==> config.mk <==
export PLATFORM = sky130hd
export DESIGN_NAME = uart_tx
export DESIGN_NICKNAME = d
export VERILOG_FILES = /design/src/logic/loader_pkg.sv /design/src/logic/uart_tx.sv
export SDC_FILE = /design/constraint.sdc
export NUM_CORES = 1
export LEC_CHECK = 0
export BUFFER_PORTS_ARGS = -buffer_cell sky130_fd_sc_hd__buf_2
export CORE_UTILIZATION = 55
export CTS_BUF_LIST = sky130_fd_sc_hd__clkbuf_8
export DETAILED_ROUTE_END_ITERATION = 10
export PLACE_DENSITY = 0.83
export RECOVER_POWER = 50
export SLEW_MARGIN = 15
export SYNTH_ARGS = -nofsm -noshare
export SYNTH_HDL_FRONTEND = slang
export SYNTH_SLANG_ARGS = --single-unit
==> constraint.sdc <==
create_clock -name clk_i -period 2.16 [get_ports clk_i]
set_clock_uncertainty 0.2 [all_clocks]
set_input_delay 0.108 -clock clk_i [delete_from_list [all_inputs] [get_ports clk_i]]
set_output_delay 0.108 -clock clk_i [all_outputs]
set_load 0.1 [all_outputs]
==> src/logic/loader_pkg.sv <==
// ####################
// Shared types and constants of the UART loader. BAUD_DIV is sized for short
// simulations and must be raised for real baud rates.
// ####################

package loader_pkg;

    // ####################
    // Widths
    // ####################
    localparam int XLEN = 32;

    typedef logic [XLEN-1:0]   xlen_t;
    typedef logic [7:0]        byte_t;
    typedef logic [XLEN/8-1:0] byte_en_t;

    // ####################
    // UART and RAM sizing
    // ####################
    localparam int BAUD_DIV  = 8;                    // Clock cycles per serial bit.
    localparam int BAUD_W    = $clog2(BAUD_DIV);
    localparam int RAM_WORDS = 256;
    localparam int RAM_AW    = $clog2(RAM_WORDS);    // Word index is addr[RAM_AW+1:2].

    // ####################
    // Host protocol
    // ####################
    localparam byte_t CMD_WRITE  = 8'h01;
    localparam byte_t CMD_READ   = 8'h02;
    localparam byte_t CMD_RUN    = 8'h03;
    localparam byte_t CMD_HALT   = 8'h04;
    localparam byte_t FAULT_CODE = 8'hFF;

    // Loader side of the RAM.
    typedef struct packed {
        logic     sel;
        xlen_t    addr;
        byte_en_t byte_en;
    } ram_req_t;

    typedef enum logic [2:0] {
        ST_IDLE,
        ST_ADDR,
        ST_WDATA,
        ST_RD_ISSUE,
        ST_RD_SEND,
        ST_FAULT
    } loader_state_e;

endpackage

==> src/logic/uart_tx.sv <==
// ####################
// 8N1 transmitter. Ready stays low for 10 x BAUD_DIV cycles per byte.
// ####################

module uart_tx (
    input  logic              clk_i,
    input  logic              rst_n_i,

    input  loader_pkg::byte_t uart_tx_data_i,
    input  logic              uart_tx_data_vld_i,

    output logic              uart_tx_o,
    output logic              uart_tx_data_rdy_o
);

    import loader_pkg::*;

    logic              busy;
    logic [BAUD_W-1:0] baud_cnt;
    logic [3:0]        bit_cnt;
    logic [9:0]        frame;    // Stop, data, start.

    assign uart_tx_data_rdy_o = ~busy;
    assign uart_tx_o          = frame[0];

    always_ff @(posedge clk_i or negedge rst_n_i) begin
        if (!rst_n_i) begin
            busy     <= 1'b0;
            baud_cnt <= '0;
            bit_cnt  <= '0;
            frame    <= '1;    // Idle line.
        end else if (!busy) begin
            if (uart_tx_data_vld_i) begin
                busy     <= 1'b1;
                baud_cnt <= '0;
                bit_cnt  <= '0;
                frame    <= {1'b1, uart_tx_data_i, 1'b0};
            end
        end else if (baud_cnt == BAUD_W'(BAUD_DIV - 1)) begin
            baud_cnt <= '0;
            bit_cnt  <= bit_cnt + 1'b1;
            frame    <= {1'b1, frame[9:1]};    // Refill with idle level.
            if (bit_cnt == 4'd9) begin
                busy <= 1'b0;
            end
        end else begin
            baud_cnt <= baud_cnt + 1'b1;
        end
    end

    a_tx_idle_high: assert property (@(posedge clk_i) disable iff (!rst_n_i)
        !busy |-> uart_tx_o);

endmodule

Word-level counts from Yosys, hierarchy flattened
Index checks and enable logic that the tools add are counted.

cells by class
  equal/unequal tests = 3
  add/sub/neg operators = 2
  bitwise operators = 1
  mux-type cells = 13
  reductions and logical operators = 2

operators with widths
  operator                                                                 number
  10-bit two-way mux                                                       3
  4-bit two-way mux                                                        3
  3-bit two-way mux                                                        3
  4-bit by 1-bit adder with 4-bit output, second input constant            1
  4-bit equality test, second input constant                               1
  1-bit two-way mux                                                        4
  3-bit by 1-bit adder with 3-bit output, second input constant            1
  3-bit equality test, second input constant                               1
  2-bit by 1-bit inequality test with 1-bit output, second input constant  1
  2-bit AND reduction                                                      1
  2-bit nonzero test                                                       1
  1-bit NOT                                                                1

word-level totals
  flip-flop bits (word level) = 18
  bits of input ports = 11

Depth between registers and ports, before layout
Gate-level depths: netlist (run 1).

  word-level depth = 4
  mapped depth = 7

Least setup slack after synthesis (run 1)
Ideal clock, no wire load.

  kind = reg-to-reg
  from = register baud_cnt[0]
  to = register bit_cnt[0]
  cell stages (with the launch flop) = 7
  data arrival time = 1217 ps
  setup time = 152 ps
  path slack = 591 ps
  period minus slack after synthesis = 1569 ps
  data required time = 1808 ps
  cells stage by stage = dfrtp_1 > ha_1 > ha_1 > buf_4 > buf_6 > xnor2_1 > o22ai_1

between the ends
  cells in the longest elaborated chain, start to end = 3

RTL lines
  element                                                     line           source
  start: declaration                                          uart_tx.sv:19  logic [BAUD_W-1:0] baud_cnt;
  start signal: assignment                                    uart_tx.sv:47  baud_cnt <= baud_cnt + 1'b1;
  3-bit equality test                                         uart_tx.sv:39  end else if (baud_cnt == BAUD_W'(BAUD_DIV - 1)) begin
  2-bit by 1-bit inequality test with 1-bit output (no line)  n/a
  2-bit AND reduction (no line)                               n/a
  end signal: assignment                                      uart_tx.sv:41  bit_cnt <= bit_cnt + 1'b1;
  end: declaration                                            uart_tx.sv:20  logic [3:0] bit_cnt;

Every way passes these cells.
A chain may end at the register's enable or synchronous reset.

Worst setup path after layout (run 1)
  from = register baud_cnt[0]
  to = register frame[4]

between the ends
  cells in the longest elaborated chain, start to end = 3

RTL lines
  element                                                     line           source
  3-bit equality test                                         uart_tx.sv:39
  2-bit by 1-bit inequality test with 1-bit output (no line)  n/a
  2-bit AND reduction (no line)                               n/a
  end signal: assignment                                      uart_tx.sv:37  frame <= {1'b1, uart_tx_data_i, 1'b0};
  end signal: assignment                                      uart_tx.sv:42  frame <= {1'b1, frame[9:1]};
  end: declaration                                            uart_tx.sv:21  logic [9:0] frame;

Every way passes these cells.

==> impl_metrics.env, run 1 <==
export IMPL_ys_seq_area_share_pct=46.85
export IMPL_ys_types=24
export IMPL_fin_setup_tns_ps=0
export IMPL_fin_crit_ps=1841
export IMPL_drt_initial_drc_count=8
export IMPL_hold_depth=3
export IMPL_p_leak_nw=0.4688
export IMPL_numCtsBuffers=3
export IMPL_dp_cells=111
export IMPL_root_buffer="clkbuf_8"
export IMPL_via_per_inst=5.565
export IMPL_dieHeight_um=43.17
export IMPL_crit_path_start_kind="flip-flop"
export IMPL_slew_headroom_pct=40.91
export IMPL_area_delta_synth_final_pct=19.87
export IMPL_hold_worst_slack_ps=42.71
export IMPL_nets=124
export IMPL_ctsResizeCount=0
export IMPL_clockBufferDepth=2
export IMPL_core_sq_um=1541
export IMPL_die_x_um=43.17
export IMPL_clkSlewWorstSetupHoldPaths_ps=70
export IMPL_pre_cts_slack_ps=339.0
export IMPL_grt_max_degree=18
export IMPL_crit_type="flip-flop to flip-flop"
export IMPL_status="complete, no violations"
export IMPL_htree_levels=1
export IMPL_worst_pin_slew_ps=886.3
export IMPL_post_cts_buffers=0
export IMPL_cap_violations=0
export IMPL_reg2regPathDepth=5
export IMPL_wl_per_cell_um=13.93
export IMPL_period_share_pct=85.21
export IMPL_port_buffers=12
export IMPL_finalSetupViolCount=0
export IMPL_remaining_drc_errors=0
export IMPL_diodes=0
export IMPL_ir_drop_v=0.0007313
export IMPL_gr_total_overflow=0
export IMPL_ctsHoldBuffers=9
export IMPL_cp_max_fo=12
export IMPL_first_global_vias=726
export IMPL_start_util_pct=60.47
export IMPL_arrival_ps=1820
export IMPL_dp_hpwl_um=1116
export IMPL_syn_cell_area_sq_um=932.1
export IMPL_die_area_sq_um=1864
export IMPL_postRouteWirelength_um=1727
export IMPL_fin_cells=124
export IMPL_rsz0062_at_grt="false"
export IMPL_vias=690
export IMPL_critical_path_required_ps=2140
export IMPL_timing_fmax_mhz=543.3
export IMPL_synth_net_count=101
export IMPL_ant_nets=0
export IMPL_grt_pass1_wl_um=3153
export IMPL_clock_latency_ps=250
export IMPL_ys_ff_latch=17
export IMPL_drive_above_1_share_pct=32.41
export IMPL_track_usage_pct=23.47
export IMPL_fillers=108
export IMPL_clock_sinks=17
export IMPL_end_kind="flip-flop"
export IMPL_row_count=14
export IMPL_pin_count=13
export IMPL_antenna_found_initial=0
export IMPL_ys_warnings_count=0
export IMPL_netlist_instances=86
export IMPL_cts_tree="yes"
export IMPL_worst_hold_path_type="primary input to flip-flop"
export IMPL_syn_area_per_cell_sq_um=10.84
export IMPL_place_gp_congestion=0.7408
export IMPL_drv_slew=0
export IMPL_power_density_nw_per_um2=1261
export IMPL_layout_setup_ws_ps=319.4
export IMPL_hold_viol_final=0
export IMPL_firstDrtPassIters=4
[flip-flops by register name, summed over array words and instances, names as in the netlist]
name / cells
bit_cnt: 4
frame: 9
baud_cnt: 3
busy: 1
[power by group]
group | total, mW | switching (mW) | internal [mW]
Clock | 0.239 | 0.111 | 0.128
Sequential | 0.642 | 0.123 | 0.519
Combinational | 0.528 | 0.283 | 0.244
Total | 1.41 | 0.517 | 0.892
[path summary, 6_finish.rpt]
path	start	end	slack, ps
min reg2reg	frame[0]	frame[0]	290
max	baud_cnt[0]	frame[4]	320
min in group asynchronous	rst_n_i	baud_cnt[2]	290
max in group asynchronous	rst_n_i	bit_cnt[0]	930
max reg2reg	baud_cnt[0]	frame[4]	320
min	uart_tx_data_vld_i	frame[2]	40
[stage by stage]
stage	utilization, %	instance area [sq um]	total power, mW
2_1_floorplan	-	932.1	1.053
3_3_place_gp	63.72	982.2	1.123
3_5_place_dp	63.72	982.2	1.156
4_1_cts	72.56	1119	1.411
5_1_grt	72.48	1117	1.520
6_report	72.48	1117	1.409
[per-layer routing]
metal,track usage [%],vias to the layer above,share of wire [%]
li1,-,347,-
met1,28.57,325,46
met2,38.81,13,49
met3,5.532,5,2.7
met4,10.91,0,2.1
met5,0,-,0
[placed cells by master (no fill, tap or decap), types with 2 or more instances in the layout]
| master | n |
|---|---|
| a211oi_1 | 6 |
| a21oi_1 | 8 |
| and2b_2 | 6 |
| buf_2 | 11 |
| buf_4 | 2 |
| clkbuf_8 | 3 |
| dfrtp_1 | 8 |
| dfstp_2 | 9 |
| dlygate4sd3_1 | 9 |
| ha_1 | 4 |
| mux2i_1 | 8 |
| nand2_1 | 9 |
| nand3_1 | 3 |
| o21ai_0 | 7 |
| xor2_1 | 2 |
[critical path: stages, from the launching register on]
cell and delay (ps):
dfrtp_1 380, ha_1 170, ha_1 470, buf_4 250, mux2i_1 200, a21oi_1 90
[kinds of logic (layout without fill, tap and decap cells)]
kind of cell | after synthesis | count (layout) | synth area share, %
buffers and inverters | 7 | 29 | 5.636
muxes | 9 | 9 | 9.799
xor gates and xnor gates | 3 | 3 | 2.819
adders and majority gates | 4 | 4 | 5.369
DFF | 17 | 17 | 46.85
AOI/OAI and AO/OA | 23 | 23 | 14.50
and+or+nand+nor | 23 | 23 | 15.03
[area by class of cell]
cell class / instances / area [sq um] / area share [%]
Clock inverter: 1 / 5.005 / 0.4479
Sequential cell: 17 / 436.7 / 39.08
Timing Repair Buffer: 23 / 163.9 / 14.67
Inverter: 2 / 7.507 / 0.6719
Tap cell: 16 / 20.02 / 1.792
Multi-Input combinational cell: 62 / 442.9 / 39.64
Clock buffer: 3 / 41.29 / 3.695
[Yosys cell counts, drive strengths merged]
library cell / instances / area share, %
nand2: 9 / 3.6
mux2: 1 / 1.2
and4b: 1 / 1.1
nor2: 1 / 1.2
a211oi: 6 / 4.8
nand4: 1 / 0.67
o22ai: 1 / 0.67
nand3: 3 / 1.6
ha: 4 / 5.4
inv: 2 / 0.80
nor2b: 1 / 0.67
and2b: 6 / 5.6
o21ai: 7 / 3.8
buf: 5 / 4.8
mux2i: 8 / 8.6
a22o: 1 / 0.94
xnor2: 1 / 0.94
a21oi: 8 / 4.3
xor2: 2 / 1.9
dfrtp: 8 / 21
nor3: 1 / 0.54
dfstp: 9 / 25
(Power assumes the default switching activity.)
==> inputs of run 2 (changes only) <==
Settings changed: RECOVER_POWER 50 to 100.
Clock period 2.16 ns to 1.8 ns, I/O delays scaled along.
==> run 2 against run 1 <==
Net effect: hold slack worse by 5.9 ps; worst setup slack worse by 180 ps; sequential cell count did not move; cell area rose by 1.9%; global-route usage fell by 0.86 points; wire length up 2.1%; count of clock-buffer cells in the layout unchanged; die area did not move; register-to-register slack worse by 180 ps; cell count rose by 0.81%.
==> impl_metrics.env, run 2 (synthesis results as in run 1) <==
export IMPL_first_global_vias=706
export IMPL_place_area_sq_um=1005
export IMPL_diodes=0
export IMPL_antenna_found_initial=0
export IMPL_fin_cells=125
export IMPL_die_area_sq_um=1864
export IMPL_worst_pin_slew_ps=907.1
export IMPL_ant_nets=0
export IMPL_arrival_ps=1580
export IMPL_end_kind="flip-flop"
export IMPL_reg2regPathDepth=5
export IMPL_ir_drop_v=0.0008689
export IMPL_place_gp_congestion=0.8207
export IMPL_die_x_um=43.17
export IMPL_fin_setup_tns_ps=0
export IMPL_remaining_drc_errors=0
export IMPL_vias=701
export IMPL_port_buffers=12
export IMPL_power_density_nw_per_um2=1491
export IMPL_wl_per_cell_um=14.10
export IMPL_hold_worst_slack_ps=36.81
export IMPL_slew_headroom_pct=39.52
export IMPL_clock_latency_ps=250
export IMPL_finalSetupViolCount=0
export IMPL_cap_violations=0
export IMPL_grt_max_degree=18
export IMPL_fin_util_pct=73.86
export IMPL_dieHeight_um=43.17
export IMPL_nets=125
export IMPL_p_leak_nw=0.4807
export IMPL_via_per_inst=5.608
export IMPL_hold_depth=3
export IMPL_cts_tree="yes"
export IMPL_htree_levels=1
export IMPL_crit_path_start_kind="flip-flop"
export IMPL_clkSlewWorstSetupHoldPaths_ps=70
export IMPL_drt_initial_drc_count=9
export IMPL_core_sq_um=1541
export IMPL_row_count=14
export IMPL_area_delta_synth_final_pct=22.15
export IMPL_largest_register="frame"
export IMPL_clock_sinks=17
export IMPL_hold_start="uart_tx_data_vld_i"
export IMPL_drive_above_1_share_pct=31.19
export IMPL_period_share_pct=92.15
export IMPL_worst_hold_path_type="primary input to flip-flop"
export IMPL_largest_register_ffs=9
export IMPL_hold_viol_final=0
export IMPL_postRouteWirelength_um=1763
export IMPL_timing_fmax_mhz=602.9
export IMPL_pin_count=13
export IMPL_stdcell_area_sq_um=1139
export IMPL_critical_path_required_ps=1720
export IMPL_crit_type="flip-flop to flip-flop"
export IMPL_clockBufferDepth=2
export IMPL_start_util_pct=60.47
export IMPL_numCtsBuffers=3
export IMPL_dp_hpwl_um=1116
export IMPL_track_usage_pct=22.61
export IMPL_biggestRegsByFlops="frame: 9 flops, bit_cnt: 4 flops, baud_cnt: 3 flops"
export IMPL_fin_crit_ps=1659
export IMPL_rsz0062_at_grt="false"
export IMPL_post_cts_buffers=0
export IMPL_ff2ff_setup_slack_ps=140
export IMPL_status="complete, no violations"
export IMPL_grt_pass1_wl_um=3098
export IMPL_worstReg2RegStart="baud_cnt[0]"
export IMPL_final_cell_mix="nand2_1, dfstp_2, dlygate4sd3_1, buf_2"
export IMPL_cp_max_fo=8
export IMPL_firstDrtPassIters=4
export IMPL_dp_cells=112
export IMPL_hold_end="frame[2]"
export IMPL_gr_total_overflow=0
export IMPL_worstReg2RegEnd="bit_cnt[0]"
export IMPL_drv_slew=0
export IMPL_root_buffer="clkbuf_8"
==> run 2: metal layers <==
metal / vias to the layer above / part of all wire (%) / routed length, um / global-route usage (%)
met5: - / 0 / 0 / 0
met4: 0 / 1.4 / 25 / 9.091
met3: 4 / 3.2 / 56 / 3.404
met2: 16 / 50 / 890 / 38.51
met1: 331 / 45 / 790 / 28.34
li1: 350 / - / - / -
==> run 2: where the power goes <==
part           total (mW)  leakage (nW)  switching [mW]  internal (mW)
combinational       0.650         0.268           0.347          0.304
sequential          0.773         0.186           0.149          0.624
clock               0.274        0.0269           0.123          0.151
total                1.70         0.481           0.619           1.08
==> run 2: what timing repair did <==
item / 4_1_cts / 5_1_grt
hold buffers: 9 / 0
setup endpoints to repair: 0 / 0
endpoints found under the hold margin: 25 / 0
resized for setup: 0 / 0
==> run 2: metrics by stage <==
stage | power (mW) | setup WS [ps]
finish | 1.698 | 141.3
floorplan | 1.263 | 231.3
detailed placement | 1.399 | 145.9
global placement | 1.366 | 211.9
CTS | 1.692 | 147.5
global route | 1.819 | 54.57
==> run 2: how the worst max path moves through the flow <==
stage | startpoint | endpoint | slack, ps
after floorplan | baud_cnt[0] | bit_cnt[0] | 230
after global placement | baud_cnt[0] | bit_cnt[0] | 210
after detailed placement | baud_cnt[0] | frame[3] | 150
after CTS | baud_cnt[0] | frame[3] | 150
after global routing | baud_cnt[0] | frame[3] | 50
final | baud_cnt[0] | bit_cnt[0] | 140
==> run 2: final cells by class <==
| class | instances | area, sq um |
|---|---|---|
| multi-input combinational | 62 | 442.9 |
| sequential | 17 | 436.7 |
| fill | 115 | 402.9 |
| timing repair buffer | 24 | 186.4 |
| clock buffer | 3 | 41.29 |
| tap | 16 | 20.02 |
| inverter | 2 | 7.507 |
| clock inverter | 1 | 3.754 |
==> run 2: worst max-delay path, stage by stage (launching register included) <==
cell and delay (ps):
dfrtp_1 380, ha_1 200, ha_1 290, buf_4 210, xnor2_1 160, o22ai_1 100
