`config.mk`:
```
export PLATFORM = sky130hd
export DESIGN_NAME = uart_rx
export DESIGN_NICKNAME = d
export VERILOG_FILES = /design/src/logic/loader_pkg.sv /design/src/logic/uart_rx.sv
export SDC_FILE = /design/constraint.sdc
export NUM_CORES = 1
export LEC_CHECK = 0
export ABC_AREA = 0
export BUFFER_PORTS_ARGS = -buffer_cell sky130_fd_sc_hd__buf_4
export CAP_MARGIN = 0
export CORE_MARGIN = 10
export CORE_UTILIZATION = 55
export CTS_CLUSTER_SIZE = 20
export DETAILED_ROUTE_END_ITERATION = 10
export GPL_TIMING_DRIVEN = 0
export MAX_ROUTING_LAYER = met4
export PLACE_DENSITY = 0.74
export SLEW_MARGIN = 10
export SYNTH_ARGS = -nofsm -noshare
export SYNTH_HDL_FRONTEND = slang
export SYNTH_SLANG_ARGS = --single-unit
```
`constraint.sdc`:
```
create_clock -name clk_i -period 2.1 [get_ports clk_i]
set_input_delay 0.21 -clock clk_i [delete_from_list [all_inputs] [get_ports clk_i]]
set_output_delay 0.21 -clock clk_i [all_outputs]
set_load 0.05 [all_outputs]
```
`src/logic/loader_pkg.sv`:
```
// ####################
// Shared types and constants of the UART loader. BAUD_DIV is sized for short
// simulations and must be raised for real baud rates.
// ####################

package loader_pkg;

    // ####################
    // Widths
    // ####################
    localparam int XLEN = 32;

    typedef logic [XLEN-1:0]   xlen_t;
    typedef logic [7:0]        byte_t;
    typedef logic [XLEN/8-1:0] byte_en_t;

    // ####################
    // UART and RAM sizing
    // ####################
    localparam int BAUD_DIV  = 8;                    // Clock cycles per serial bit.
    localparam int BAUD_W    = $clog2(BAUD_DIV);
    localparam int RAM_WORDS = 256;
    localparam int RAM_AW    = $clog2(RAM_WORDS);    // Word index is addr[RAM_AW+1:2].

    // ####################
    // Host protocol
    // ####################
    localparam byte_t CMD_WRITE  = 8'h01;
    localparam byte_t CMD_READ   = 8'h02;
    localparam byte_t CMD_RUN    = 8'h03;
    localparam byte_t CMD_HALT   = 8'h04;
    localparam byte_t FAULT_CODE = 8'hFF;

    // Loader side of the RAM.
    typedef struct packed {
        logic     sel;
        xlen_t    addr;
        byte_en_t byte_en;
    } ram_req_t;

    typedef enum logic [2:0] {
        ST_IDLE,
        ST_ADDR,
        ST_WDATA,
        ST_RD_ISSUE,
        ST_RD_SEND,
        ST_FAULT
    } loader_state_e;

endpackage

```
`src/logic/uart_rx.sv`:
```
// ####################
// 8N1 receiver. A byte not taken before the next frame ends is overwritten.
// ####################

module uart_rx (
    input  logic              clk_i,
    input  logic              rst_n_i,

    input  logic              uart_rx_i,
    input  logic              uart_rx_data_rdy_i,

    output loader_pkg::byte_t uart_rx_data_o,
    output logic              uart_rx_data_vld_o
);

    import loader_pkg::*;

    typedef enum logic [1:0] {
        RX_IDLE,
        RX_START,
        RX_DATA,
        RX_STOP
    } rx_state_e;

    rx_state_e         state;
    logic [2:0]        rx_sync;    // Two sync flops plus one for the edge.
    logic [BAUD_W-1:0] baud_cnt;
    logic [2:0]        bit_cnt;
    byte_t             shift;
    logic              rx_line;
    logic              rx_fall;
    logic              mid_start;
    logic              mid_bit;

    assign rx_line   = rx_sync[1];
    assign rx_fall   = rx_sync[2] & ~rx_sync[1];
    assign mid_start = (baud_cnt == BAUD_W'(BAUD_DIV / 2 - 1));
    assign mid_bit   = (baud_cnt == BAUD_W'(BAUD_DIV - 1));

    always_ff @(posedge clk_i or negedge rst_n_i) begin
        if (!rst_n_i) begin
            rx_sync            <= '1;
            state              <= RX_IDLE;
            baud_cnt           <= '0;
            bit_cnt            <= '0;
            uart_rx_data_vld_o <= 1'b0;
        end else begin
            rx_sync <= {rx_sync[1:0], uart_rx_i};

            if (uart_rx_data_rdy_i) begin
                uart_rx_data_vld_o <= 1'b0;
            end

            case (state)
                RX_IDLE: begin
                    baud_cnt <= '0;
                    if (rx_fall) begin
                        state <= RX_START;
                    end
                end
                RX_START: begin
                    baud_cnt <= baud_cnt + 1'b1;
                    if (mid_start) begin
                        baud_cnt <= '0;
                        bit_cnt  <= '0;
                        state    <= rx_line ? RX_IDLE : RX_DATA;  // Glitch, not a start bit.
                    end
                end
                RX_DATA: begin
                    baud_cnt <= baud_cnt + 1'b1;
                    if (mid_bit) begin
                        baud_cnt <= '0;
                        bit_cnt  <= bit_cnt + 1'b1;
                        if (bit_cnt == 3'd7) begin
                            state <= RX_STOP;
                        end
                    end
                end
                RX_STOP: begin
                    baud_cnt <= baud_cnt + 1'b1;
                    if (mid_bit) begin
                        state <= RX_IDLE;
                        if (rx_line) begin
                            uart_rx_data_vld_o <= 1'b1;    // Framing error drops the byte.
                        end
                    end
                end
                default: state <= RX_IDLE;
            endcase
        end
    end

    // Data path.
    always_ff @(posedge clk_i) begin
        if (state == RX_DATA && mid_bit) begin
            shift <= {rx_line, shift[7:1]};    // LSB first.
        end
        if (state == RX_STOP && mid_bit && rx_line) begin
            uart_rx_data_o <= shift;
        end
    end

    a_rx_hold: assert property (@(posedge clk_i) disable iff (!rst_n_i)
        uart_rx_data_vld_o && !uart_rx_data_rdy_i |=> $stable(uart_rx_data_o));

endmodule

```
### After elaboration in Yosys (flattened, before gate mapping)

Cells that the tools add are included.

* divide/modulo/power cells: 0
* muxes and demuxes: 17
* reduce and logical (&&, ||, !) cells: 7
* bitwise logic cells: 2
* multiply operators: 0
* shift-type cells: 0
* magnitude comparators: 0
* add/subtract/negate cells: 2
* equality and inequality tests: 11

Operators with widths (count)
* $mux 2: 6
* $mux 3: 4
* $pmux 3 s4: 1
* $ne 2x2->1 const B: 5
* $pmux 2 s4: 1
* $add 3x1->3 const B: 2
* $eq 3x3->1 const B: 2
* $pmux 3 s2: 1
* $reduce_and 5->1: 1
* $eq 2x2->1 const B: 2
* $mux 1: 4
* $eq 3x2->1 const B: 1
* $logic_and 1x1->1: 3
* $reduce_and 3->1: 1
* $eq 2x1->1 const B: 1
* $logic_not 2->1: 1
* $reduce_bool 2->1: 1
* $and 1x1->1: 1
* $not 1->1: 1

* logic and storage cells: 46
* RAM bits: 0
* register bits: 28
* bits in read-only memories: 0
* memories: 0
* bits in latches: 0

### Depth between registers and ports, before layout

Gate-level depths: netlist of the first run.

* depth in word-level cells: 4
* mapped depth: 5

### Least setup slack after synthesis of the first run

OpenSTA, ideal clock, no wires.

* path type: flip-flop to flip-flop
* start point: register baud_cnt[0]
* end point: register shift[0], enable pin
* data required time: 1.717 ns
* period minus slack after synthesis: 1.753 ns
* setup slack: 0.347 ns
* data arrival time: 1.369 ns
* cell stages (with the launch flop): 5
* path through: dfrtp_1 ha_1 ha_1 inv_1 nor3_1

* longest elaborated chain between the ends: 2

RTL lines
* from (decl): RTL line uart_rx.sv:27 `logic [BAUD_W-1:0] baud_cnt;`
* from (signal assigned): RTL line uart_rx.sv:62 `baud_cnt <= baud_cnt + 1'b1;`
* from (signal assigned): RTL line uart_rx.sv:70 `baud_cnt <= baud_cnt + 1'b1;`
* from (signal assigned): RTL line uart_rx.sv:80 `baud_cnt <= baud_cnt + 1'b1;`
* $eq 3x3->1: RTL line uart_rx.sv:38 `assign mid_bit = (baud_cnt == BAUD_W'(BAUD_DIV - 1));`
* $logic_and 1x1->1: RTL line uart_rx.sv:95 `if (state == RX_DATA && mid_bit) begin`
* to (signal assigned): RTL line uart_rx.sv:96 `shift <= {rx_line, shift[7:1]};`
* to (decl): RTL line uart_rx.sv:29 `byte_t shift;`

Every way passes these cells.
A chain may end at the register's enable or synchronous reset.

### Worst setup path in the final report of the first run

* start point: register baud_cnt[0]
* end point: register shift[4], enable pin

The elaborated chain is that of the path after synthesis.

==> impl_table.tex, run 1 <==
\begin{tabular}{lr}
\hline
Metric & Value \\
\hline
\multicolumn{2}{l}{\textbf{Detailed routing}} \\
\quad Routed via count divided by cell count & around 5.4 \\
\quad Iteration-0 DRC count of the detailed router & 13 \\
\quad Total Wirelength & 1.84 mm \\
\quad Number of iterations in the first detailed-routing pass & 4 \\
\quad Routed via count & 627 \\
\quad Detailed-route DRC error count & 0 \\
\quad Average wire length per cell after detail routing & 15.8 um \\
\quad Post-DRT Antenna Nets & 0 \\
\multicolumn{2}{l}{\textbf{Synthesis}} \\
\quad Number of distinct library cells after synthesis & 27 \\
\quad Number of enable-type register cells in the synthesized netlist & 16 \\
\quad Share of flip-flops with an asynchronous set or reset after synthesis & 0.429 \\
\quad Count leader, synth & sky130\_fd\_sc\_hd\_\_edfxtp\_1 \\
\quad Netlist area before placement & about 1200 sq um \\
\quad Dominant register cell in the synthesized netlist & sky130\_fd\_sc\_hd\_\_edfxtp\_1 \\
\quad Post-synth net total & 84 \\
\quad Register area share after synthesis & 0.672 \\
\quad Dominant cell type by area after synthesis & sky130\_fd\_sc\_hd\_\_edfxtp\_1 \\
\quad Yosys warning total & 0 \\
\quad Synth top area cells & sky130\_fd\_sc\_hd\_\_edfxtp\_1, sky130\_fd\_sc\_hd\_\_dfrtp\_1, sky130\_fd\_sc\_hd\_\_ha\_1 \\
\quad Number of instances in the synthesized netlist & 72 \\
\quad Fraction of post-synthesis cell area in the top cell type by area & 0.412 \\
\quad Number of synthesized register bits & 28 \\
\quad Post-synthesis average cell area & between 15 and 20 sq um \\
\quad Commonest cells post-synth & sky130\_fd\_sc\_hd\_\_edfxtp\_1, sky130\_fd\_sc\_hd\_\_dfrtp\_1, sky130\_fd\_sc\_hd\_\_ha\_1, sky130\_fd\_sc\_hd\_\_inv\_1 \\
\multicolumn{2}{l}{\textbf{Timing}} \\
\quad Maximum clock skew at final layout & 13.4 ps \\
\quad RSZ-0062 raised after global routing & no \\
\quad Slew of the pin with the lowest slew margin & 634 ps \\
\quad Total negative slack & 0 ps \\
\quad Final WS setup & around 330 ps \\
\quad Post-route fraction of the period consumed by the critical path & 0.844 \\
\quad Relative max-transition margin & 0.575 \\
\quad Hold WS & approximately 170 ps \\
\quad Count of final max-slew check failures & 0 \\
\quad Peak clock frequency supported by timing & 0.564 GHz \\
\quad Fin crit period & 1770 ps \\
\quad Setup violators final & 0 \\
\quad Number of failing hold endpoints at the final stage & 0 \\
\multicolumn{2}{l}{\textbf{Placed design}} \\
\quad Area after detailed placement & 1290 sq um \\
\quad Setup Slack @ Placement & -23.9 ps \\
\quad Placed Cells incl. Taps & roughly 110 \\
\quad Half-perimeter wire length after placement & 1.26 mm \\
\quad Routability Congestion & roughly 0.7 \\
\quad Number of buffers inserted by port buffering & 12 \\
\multicolumn{2}{l}{\textbf{Finish}} \\
\quad Utilization of the core after routing & 0.691 \\
\quad Final net count & roughly 100 \\
\quad Synthesis-to-finish area growth & 17.3\% \\
\quad Area of all placed cells without fillers & 1370 sq um \\
\quad Fillers & 131 \\
\quad Post-route insts no fill & 117 \\
\quad Proportion of layout cells with a drive suffix above 1 & 0.344 \\
\quad ANT cells & 0 \\
\multicolumn{2}{l}{\textbf{Power}} \\
\quad Clock power share & 0.245 \\
\quad Net switching share of the total power & 0.277 \\
\quad Internal cell power & 1.01 mW \\
\quad Seq pwr share & 0.502 \\
\quad Worst IR Drop VDD & 0.607 mV \\
\quad Leakage power total & 0.568 nW \\
\quad Power per unit of standard cell area & 1020 nW/um\^{}2 \\
\quad Net Sw Power & 0.386 mW \\
\quad Logic pwr share & 0.253 \\
\quad Overall Power & 1.40 mW \\
\multicolumn{2}{l}{\textbf{Critical path}} \\
\quad Category of the worst setup path capture point & register \\
\quad Setup crit start kind & register \\
\quad Critical R2R Capture & shift[4]\$\_DFFE\_PP\_ \\
\quad Critical path required time & 2070 ps \\
\quad Arrival time at the worst endpoint & 1740 ps \\
\quad Start of the worst register-to-register path & baud\_cnt[0]\$\_DFF\_PN0\_ \\
\quad Maximum fanout count along the critical path & 8 \\
\quad FF-to-FF path depth & 4 \\
\quad Startpoint-to-endpoint class of the critical path & reg -> reg \\
\quad Slack of the worst reg-to-reg path & 330 ps \\
\multicolumn{2}{l}{\textbf{Global route}} \\
\quad Global-route congestion overflow total & 0 \\
\quad Antenna violations before repair & 0 \\
\quad Global-route wire length before repair & 3.08 mm \\
\quad Vias in the first global route & 633 \\
\quad Largest net degree at the start of global routing & 17 \\
\quad GR Util All Layers & 0.0947 \\
\multicolumn{2}{l}{\textbf{Floorplan}} \\
\quad I/O pin count & 13 \\
\quad Initial core utilization & 0.589 \\
\quad Die Outline Area & 4370 sq um \\
\quad Vert. Die Dim & 66.1 um \\
\quad Standard-cell rows & 16 \\
\quad Area of the placeable core & a little under 2000 sq um \\
\quad Width of the die & 66.1 um \\
\multicolumn{2}{l}{\textbf{CTS}} \\
\quad Clock Path Buffers & 2 \\
\quad Clk sink count & 28 \\
\quad Inserted Clock Buffers & 3 \\
\quad CTS Root Buffer Type & sky130\_fd\_sc\_hd\_\_clkbuf\_4 \\
\quad CTS tree & built \\
\quad Clock edge transition at the registers on the reported setup and hold paths & 150 ps \\
\quad H-tree depth & 1 \\
\quad Clock network latency to the later pin of the worst-skew pair & 320 ps \\
\multicolumn{2}{l}{\textbf{Job}} \\
\quad Max-capacitance violation count & 0 \\
\multicolumn{2}{l}{\textbf{Worst hold path}} \\
\quad Worst hold start & uart\_rx\_data\_rdy\_i \\
\quad Path class of the lowest-slack min-delay path & in -> reg \\
\quad Cell count of the worst hold path & 3 \\
\quad WHS Endpoint & uart\_rx\_data\_vld\_o\$\_DFF\_PN0\_ \\
\multicolumn{2}{l}{\textbf{Outcome}} \\
\quad Result of the run & completed \\
\hline
\end{tabular}
registers in the layout (all words and copies together), names as in the netlist, named ones only:
| name | flops |
|---|---|
| uart_rx_data_o | 8 |
| uart_rx_data_vld_o | 1 |
| baud_cnt | 3 |
| shift | 8 |
| bit_cnt | 3 |
| state | 1 |
| rx_sync | 3 |
final cells by class:
cell class                 count  area (sq um)  share of cell area
multi-input combinational     34           339               0.248
clock buffer                   3          22.5              0.0165
sequential                    28           785               0.573
timing repair buffer          14           110              0.0804
inverter                       8          30.0              0.0219
tap                           27          33.8              0.0247
buffer                         2          18.8              0.0137
clock inverter                 1          30.0              0.0219
critical path, cell delays in order (launching register included):
cell and delay [ps]:
sky130_fd_sc_hd__dfrtp_1 380, sky130_fd_sc_hd__ha_1 260, sky130_fd_sc_hd__ha_1 200, sky130_fd_sc_hd__inv_1 80, sky130_fd_sc_hd__nor3_2 490
placed cells by master (no fill, tap or decap):
cell / netlist / routed
sky130_fd_sc_hd__a21boi_0: 1 / 1
sky130_fd_sc_hd__a21boi_1: 2 / 2
sky130_fd_sc_hd__a21o_1: 1 / 1
sky130_fd_sc_hd__a32o_1: 1 / 1
sky130_fd_sc_hd__and2_1: 1 / 1
sky130_fd_sc_hd__and2b_1: 1 / 1
sky130_fd_sc_hd__and4_2: 1 / 1
sky130_fd_sc_hd__buf_4: 1 / 13
sky130_fd_sc_hd__buf_6: 1 / 1
sky130_fd_sc_hd__bufinv_16: 0 / 1
sky130_fd_sc_hd__clkbuf_4: 0 / 3
sky130_fd_sc_hd__dfrtp_1: 9 / 9
sky130_fd_sc_hd__dfstp_2: 3 / 3
sky130_fd_sc_hd__dlygate4sd3_1: 0 / 2
sky130_fd_sc_hd__edfxtp_1: 16 / 16
sky130_fd_sc_hd__ha_1: 8 / 8
sky130_fd_sc_hd__inv_1: 6 / 6
sky130_fd_sc_hd__inv_2: 2 / 2
sky130_fd_sc_hd__mux4_2: 1 / 1
sky130_fd_sc_hd__nand2_1: 1 / 1
sky130_fd_sc_hd__nand3b_1: 1 / 1
sky130_fd_sc_hd__nand4b_1: 1 / 1
sky130_fd_sc_hd__nand4bb_1: 2 / 2
sky130_fd_sc_hd__nor2_1: 1 / 1
sky130_fd_sc_hd__nor2b_1: 3 / 3
sky130_fd_sc_hd__nor2b_2: 1 / 1
sky130_fd_sc_hd__nor3_2: 0 / 1
sky130_fd_sc_hd__o221a_1: 2 / 2
sky130_fd_sc_hd__o221a_2: 3 / 3
sky130_fd_sc_hd__o31ai_2: 1 / 1
power by group through the flow:
stage	registers (mW)	logic, mW	clock network, mW
after detailed placement	0.712	0.349	0
after global placement	0.708	0.340	0
after floorplan	0.705	0.270	0
final	0.700	0.353	0.342
after global routing	0.711	0.392	0.381
after CTS	0.700	0.357	0.346
worst max path at each step:
stage / startpoint / to / slack, ps / cells after the start
global placement: baud_cnt[0]$_DFF_PN0_ / shift[6]$_DFFE_PP_ / 40 / 4
detailed placement: baud_cnt[0]$_DFF_PN0_ / shift[6]$_DFFE_PP_ / -20 / 4
CTS: baud_cnt[0]$_DFF_PN0_ / shift[4]$_DFFE_PP_ / 310 / 4
global route: baud_cnt[0]$_DFF_PN0_ / shift[3]$_DFFE_PP_ / 180 / 4
finish: baud_cnt[0]$_DFF_PN0_ / shift[4]$_DFFE_PP_ / 330 / 4
floorplan: baud_cnt[0]$_DFF_PN0_ / shift[0]$_DFFE_PP_ / 350 / 4
per-layer routing:
metal	routed length, um	global-route usage	share of wire	vias up
li1	-	-	-	300
met1	815	0.113	0.44	306
met2	910	0.136	0.49	19
met3	102	0.0305	0.055	2
met4	16	0.0550	0.0087	0
met5	0	-	0	-
logic make-up (layout without fill, tap and decap cells):
family / after synthesis / in the layout / share of synthesized area
flip-flops: 28 / 28 / 0.672
adder cells (fa/ha/maj): 8 / 8 / 0.0857
AO/OA/AOI/OAI: 11 / 11 / 0.0932
buffers and inverters: 10 / 28 / 0.0418
AND/OR/NAND/NOR: 14 / 14 / 0.0879
multiplexers: 1 / 1 / 0.0193
repair_timing:
action,CTS,global route
gates resized for setup,1,0
hold buffers,2,0
setup buffers,0,0
hold endpoints to repair,13,0
setup endpoints to repair,8,0
(Power assumes the default switching activity.)
==> inputs of run 2 (changes only) <==
==> constraint.sdc (replaced) <==
create_clock -name clk_i -period 1.8 [get_ports clk_i]
set_input_delay 0.18 -clock clk_i [delete_from_list [all_inputs] [get_ports clk_i]]
set_output_delay 0.18 -clock clk_i [all_outputs]
set_load 0.05 [all_outputs]
==> impl_table.tex, run 2 (synthesis results as in run 1) <==
\begin{tabular}{lr}
\hline
Metric & Value \\
\hline
\multicolumn{2}{l}{\textbf{Timing}} \\
\quad Slew of the pin with the lowest slew margin & 423 ps \\
\quad Number of failing hold endpoints at the final stage & 0 \\
\quad Post-route fraction of the period consumed by the critical path & 0.923 \\
\quad Fin crit period & 1660 ps \\
\quad Total negative slack & 0 ps \\
\quad Peak clock frequency supported by timing & 0.602 GHz \\
\quad Setup violators final & 0 \\
\quad Relative max-transition margin & 0.717 \\
\quad Maximum clock skew at final layout & 13.6 ps \\
\quad Count of final max-slew check failures & 0 \\
\quad Final WS setup & 139 ps \\
\quad RSZ-0062 raised after global routing & no \\
\multicolumn{2}{l}{\textbf{Global route}} \\
\quad GR Util All Layers & 0.0947 \\
\quad Met1 track utilization from global routing & 0.113 \\
\quad Antenna violations before repair & 0 \\
\quad Global-route wire length before repair & $\sim$3.1 mm \\
\quad Global-route track usage on met3 & 0.0305 \\
\quad Largest net degree at the start of global routing & 17 \\
\quad Vias in the first global route & approximately 630 \\
\quad Global-route congestion overflow total & 0 \\
\quad Layer with the highest usage & met2 \\
\quad Global Route met2 Usage & 0.136 \\
\multicolumn{2}{l}{\textbf{Detailed routing}} \\
\quad Post-DRT Antenna Nets & 0 \\
\quad Detailed-route DRC error count & 0 \\
\quad Number of iterations in the first detailed-routing pass & 3 \\
\quad Iteration-0 DRC count of the detailed router & 13 \\
\quad Routed via count divided by cell count & 5.36 \\
\quad Total Wirelength & about 1.8 mm \\
\quad Average wire length per cell after detail routing & approximately 16 um \\
\quad Routed via count & 627 \\
\multicolumn{2}{l}{\textbf{Placed design}} \\
\quad Half-perimeter wire length after placement & around 1.3 mm \\
\quad Routability Congestion & $\sim$0.72 \\
\quad Setup Slack @ Placement & -324 ps \\
\quad Placed Cells incl. Taps & 111 \\
\quad Number of buffers inserted by port buffering & 12 \\
\multicolumn{2}{l}{\textbf{Job}} \\
\quad Max-capacitance violation count & 0 \\
\multicolumn{2}{l}{\textbf{Floorplan}} \\
\quad Initial core utilization & 0.589 \\
\quad Vert. Die Dim & between 60 and 70 um \\
\quad Area of the placeable core & 1980 sq um \\
\quad Die Outline Area & roughly 4400 sq um \\
\quad I/O pin count & 13 \\
\quad Standard-cell rows & 16 \\
\quad Width of the die & 66.1 um \\
\multicolumn{2}{l}{\textbf{Power}} \\
\quad Leakage power total & 0.572 nW \\
\quad Worst IR Drop VDD & roughly 0.71 mV \\
\quad Power per unit of standard cell area & 1190 nW/um\^{}2 \\
\quad Overall Power & between 1.5 and 2 mW \\
\multicolumn{2}{l}{\textbf{Finish}} \\
\quad ANT cells & 0 \\
\quad Post-route insts no fill & 117 \\
\quad Most common cell after layout, fill and taps aside & sky130\_fd\_sc\_hd\_\_edfxtp\_1 \\
\quad Synthesis-to-finish area growth & 18.0\% \\
\quad Final net count & 103 \\
\quad Utilization of the core after routing & 0.695 \\
\quad Highest-count cells in the layout ignoring fill and taps & sky130\_fd\_sc\_hd\_\_edfxtp\_1, sky130\_fd\_sc\_hd\_\_buf\_4, sky130\_fd\_sc\_hd\_\_dfrtp\_1, sky130\_fd\_sc\_hd\_\_ha\_1, sky130\_fd\_sc\_hd\_\_inv\_1 \\
\quad Fillers & 128 \\
\quad Largest registers & shift x8, uart\_rx\_data\_o x8 \\
\quad Proportion of layout cells with a drive suffix above 1 & 0.356 \\
\multicolumn{2}{l}{\textbf{Critical path}} \\
\quad Arrival time at the worst endpoint & 1680 ps \\
\quad Critical Path Slowest Stage Cell & sky130\_fd\_sc\_hd\_\_and4\_2 \\
\quad Series of cell instances along the critical path & ha\_1 > ha\_2 > and4\_2 \\
\quad Maximum fanout count along the critical path & 9 \\
\quad Category of the worst setup path capture point & register \\
\quad Critical path required time & approximately 1800 ps \\
\quad Delay of the slowest cell on the worst path & 410 ps \\
\quad Startpoint-to-endpoint class of the critical path & reg -> reg \\
\quad Setup crit start kind & register \\
\multicolumn{2}{l}{\textbf{CTS}} \\
\quad Clock network latency to the later pin of the worst-skew pair & around 320 ps \\
\quad H-tree depth & 1 \\
\quad CTS tree & built \\
\quad Clock Path Buffers & 2 \\
\quad Post-CTS setup-driven buffer insertion count & 0 \\
\quad Clock edge transition at the registers on the reported setup and hold paths & 150 ps \\
\quad Inserted Clock Buffers & 3 \\
\quad CTS Root Buffer Type & sky130\_fd\_sc\_hd\_\_clkbuf\_4 \\
\quad Clk sink count & 28 \\
\multicolumn{2}{l}{\textbf{Outcome}} \\
\quad Result of the run & completed \\
\multicolumn{2}{l}{\textbf{Worst hold path}} \\
\quad Path class of the lowest-slack min-delay path & in -> reg \\
\hline
\end{tabular}
[run 2: cell types whose count changed in the layout (fill, tap and decap cells not counted)]
cell	before	now
sky130_fd_sc_hd__nor3_4	0	1
sky130_fd_sc_hd__ha_2	0	1
sky130_fd_sc_hd__nor3_2	1	0
sky130_fd_sc_hd__ha_1	8	7
[run 2: report_power, final]
part	total, mW	switching, mW	internal (mW)
registers	0.818	0.0722	0.746
clock network	0.398	0.173	0.225
logic	0.424	0.215	0.208
[run 2: critical path: cells and delay by family (launching register included)]
family | cells | cell delay [ps]
adder cells (fa/ha/maj) | 2 | 570
flip-flops | 1 | 380
AND/OR/NAND/NOR | 1 | 410
[run 2: layer usage]
| layer | part of all wire | vias up |
|---|---|---|
| li1 | - | 301 |
| met1 | 0.46 | 313 |
| met2 | 0.49 | 11 |
| met3 | 0.037 | 2 |
| met4 | 0.0087 | 0 |
| met5 | 0 | - |
[run 2: repair_timing]
| item | in CTS | in global routing |
|---|---|---|
| hold buffers | 2 | 0 |
| hold endpoints to repair | 13 | 0 |
| cloned | 0 | 0 |
| gates resized for setup | 1 | 2 |
| endpoints found under the setup margin | 8 | 16 |
[run 2: path summary, 6_finish.rpt]
| path | from | endpoint | slack (ps) | cells past startpoint |
|---|---|---|---|---|
| min in group asynchronous | rst_n_i | bit_cnt[0]$_DFFE_PN0P_ | 210 | 2 |
| hold / removal | uart_rx_data_rdy_i | uart_rx_data_vld_o$_DFF_PN0_ | 140 | 3 |
| setup / recovery | baud_cnt[0]$_DFF_PN0_ | uart_rx_data_o[4]$_DFFE_PP_ | 140 | 3 |
| hold reg to reg | rx_sync[0]$_DFF_PN1_ | rx_sync[1]$_DFF_PN1_ | 370 | 0 |
| max in group asynchronous | rst_n_i | rx_sync[2]$_DFF_PN1_ | 1350 | 2 |
| setup reg to reg | baud_cnt[0]$_DFF_PN0_ | uart_rx_data_o[4]$_DFFE_PP_ | 140 | 3 |
[run 2: metrics by stage]
stage,instance area (sq um),hold slack [ps]
finish,1380,137
global route,1380,109
CTS,1370,131
detailed placement,1290,28.6
global placement,1290,25.8
floorplan,1170,-116
[run 2: final cells by class]
class,count,area [sq um],share of cell area
sequential,28,785,0.569
multi-input combinational,34,348,0.252
timing repair buffer,14,110,0.0799
tap,27,33.8,0.0245
clock inverter,1,30.0,0.0218
inverter,8,30.0,0.0218
clock buffer,3,22.5,0.0163
buffer,2,18.8,0.0136
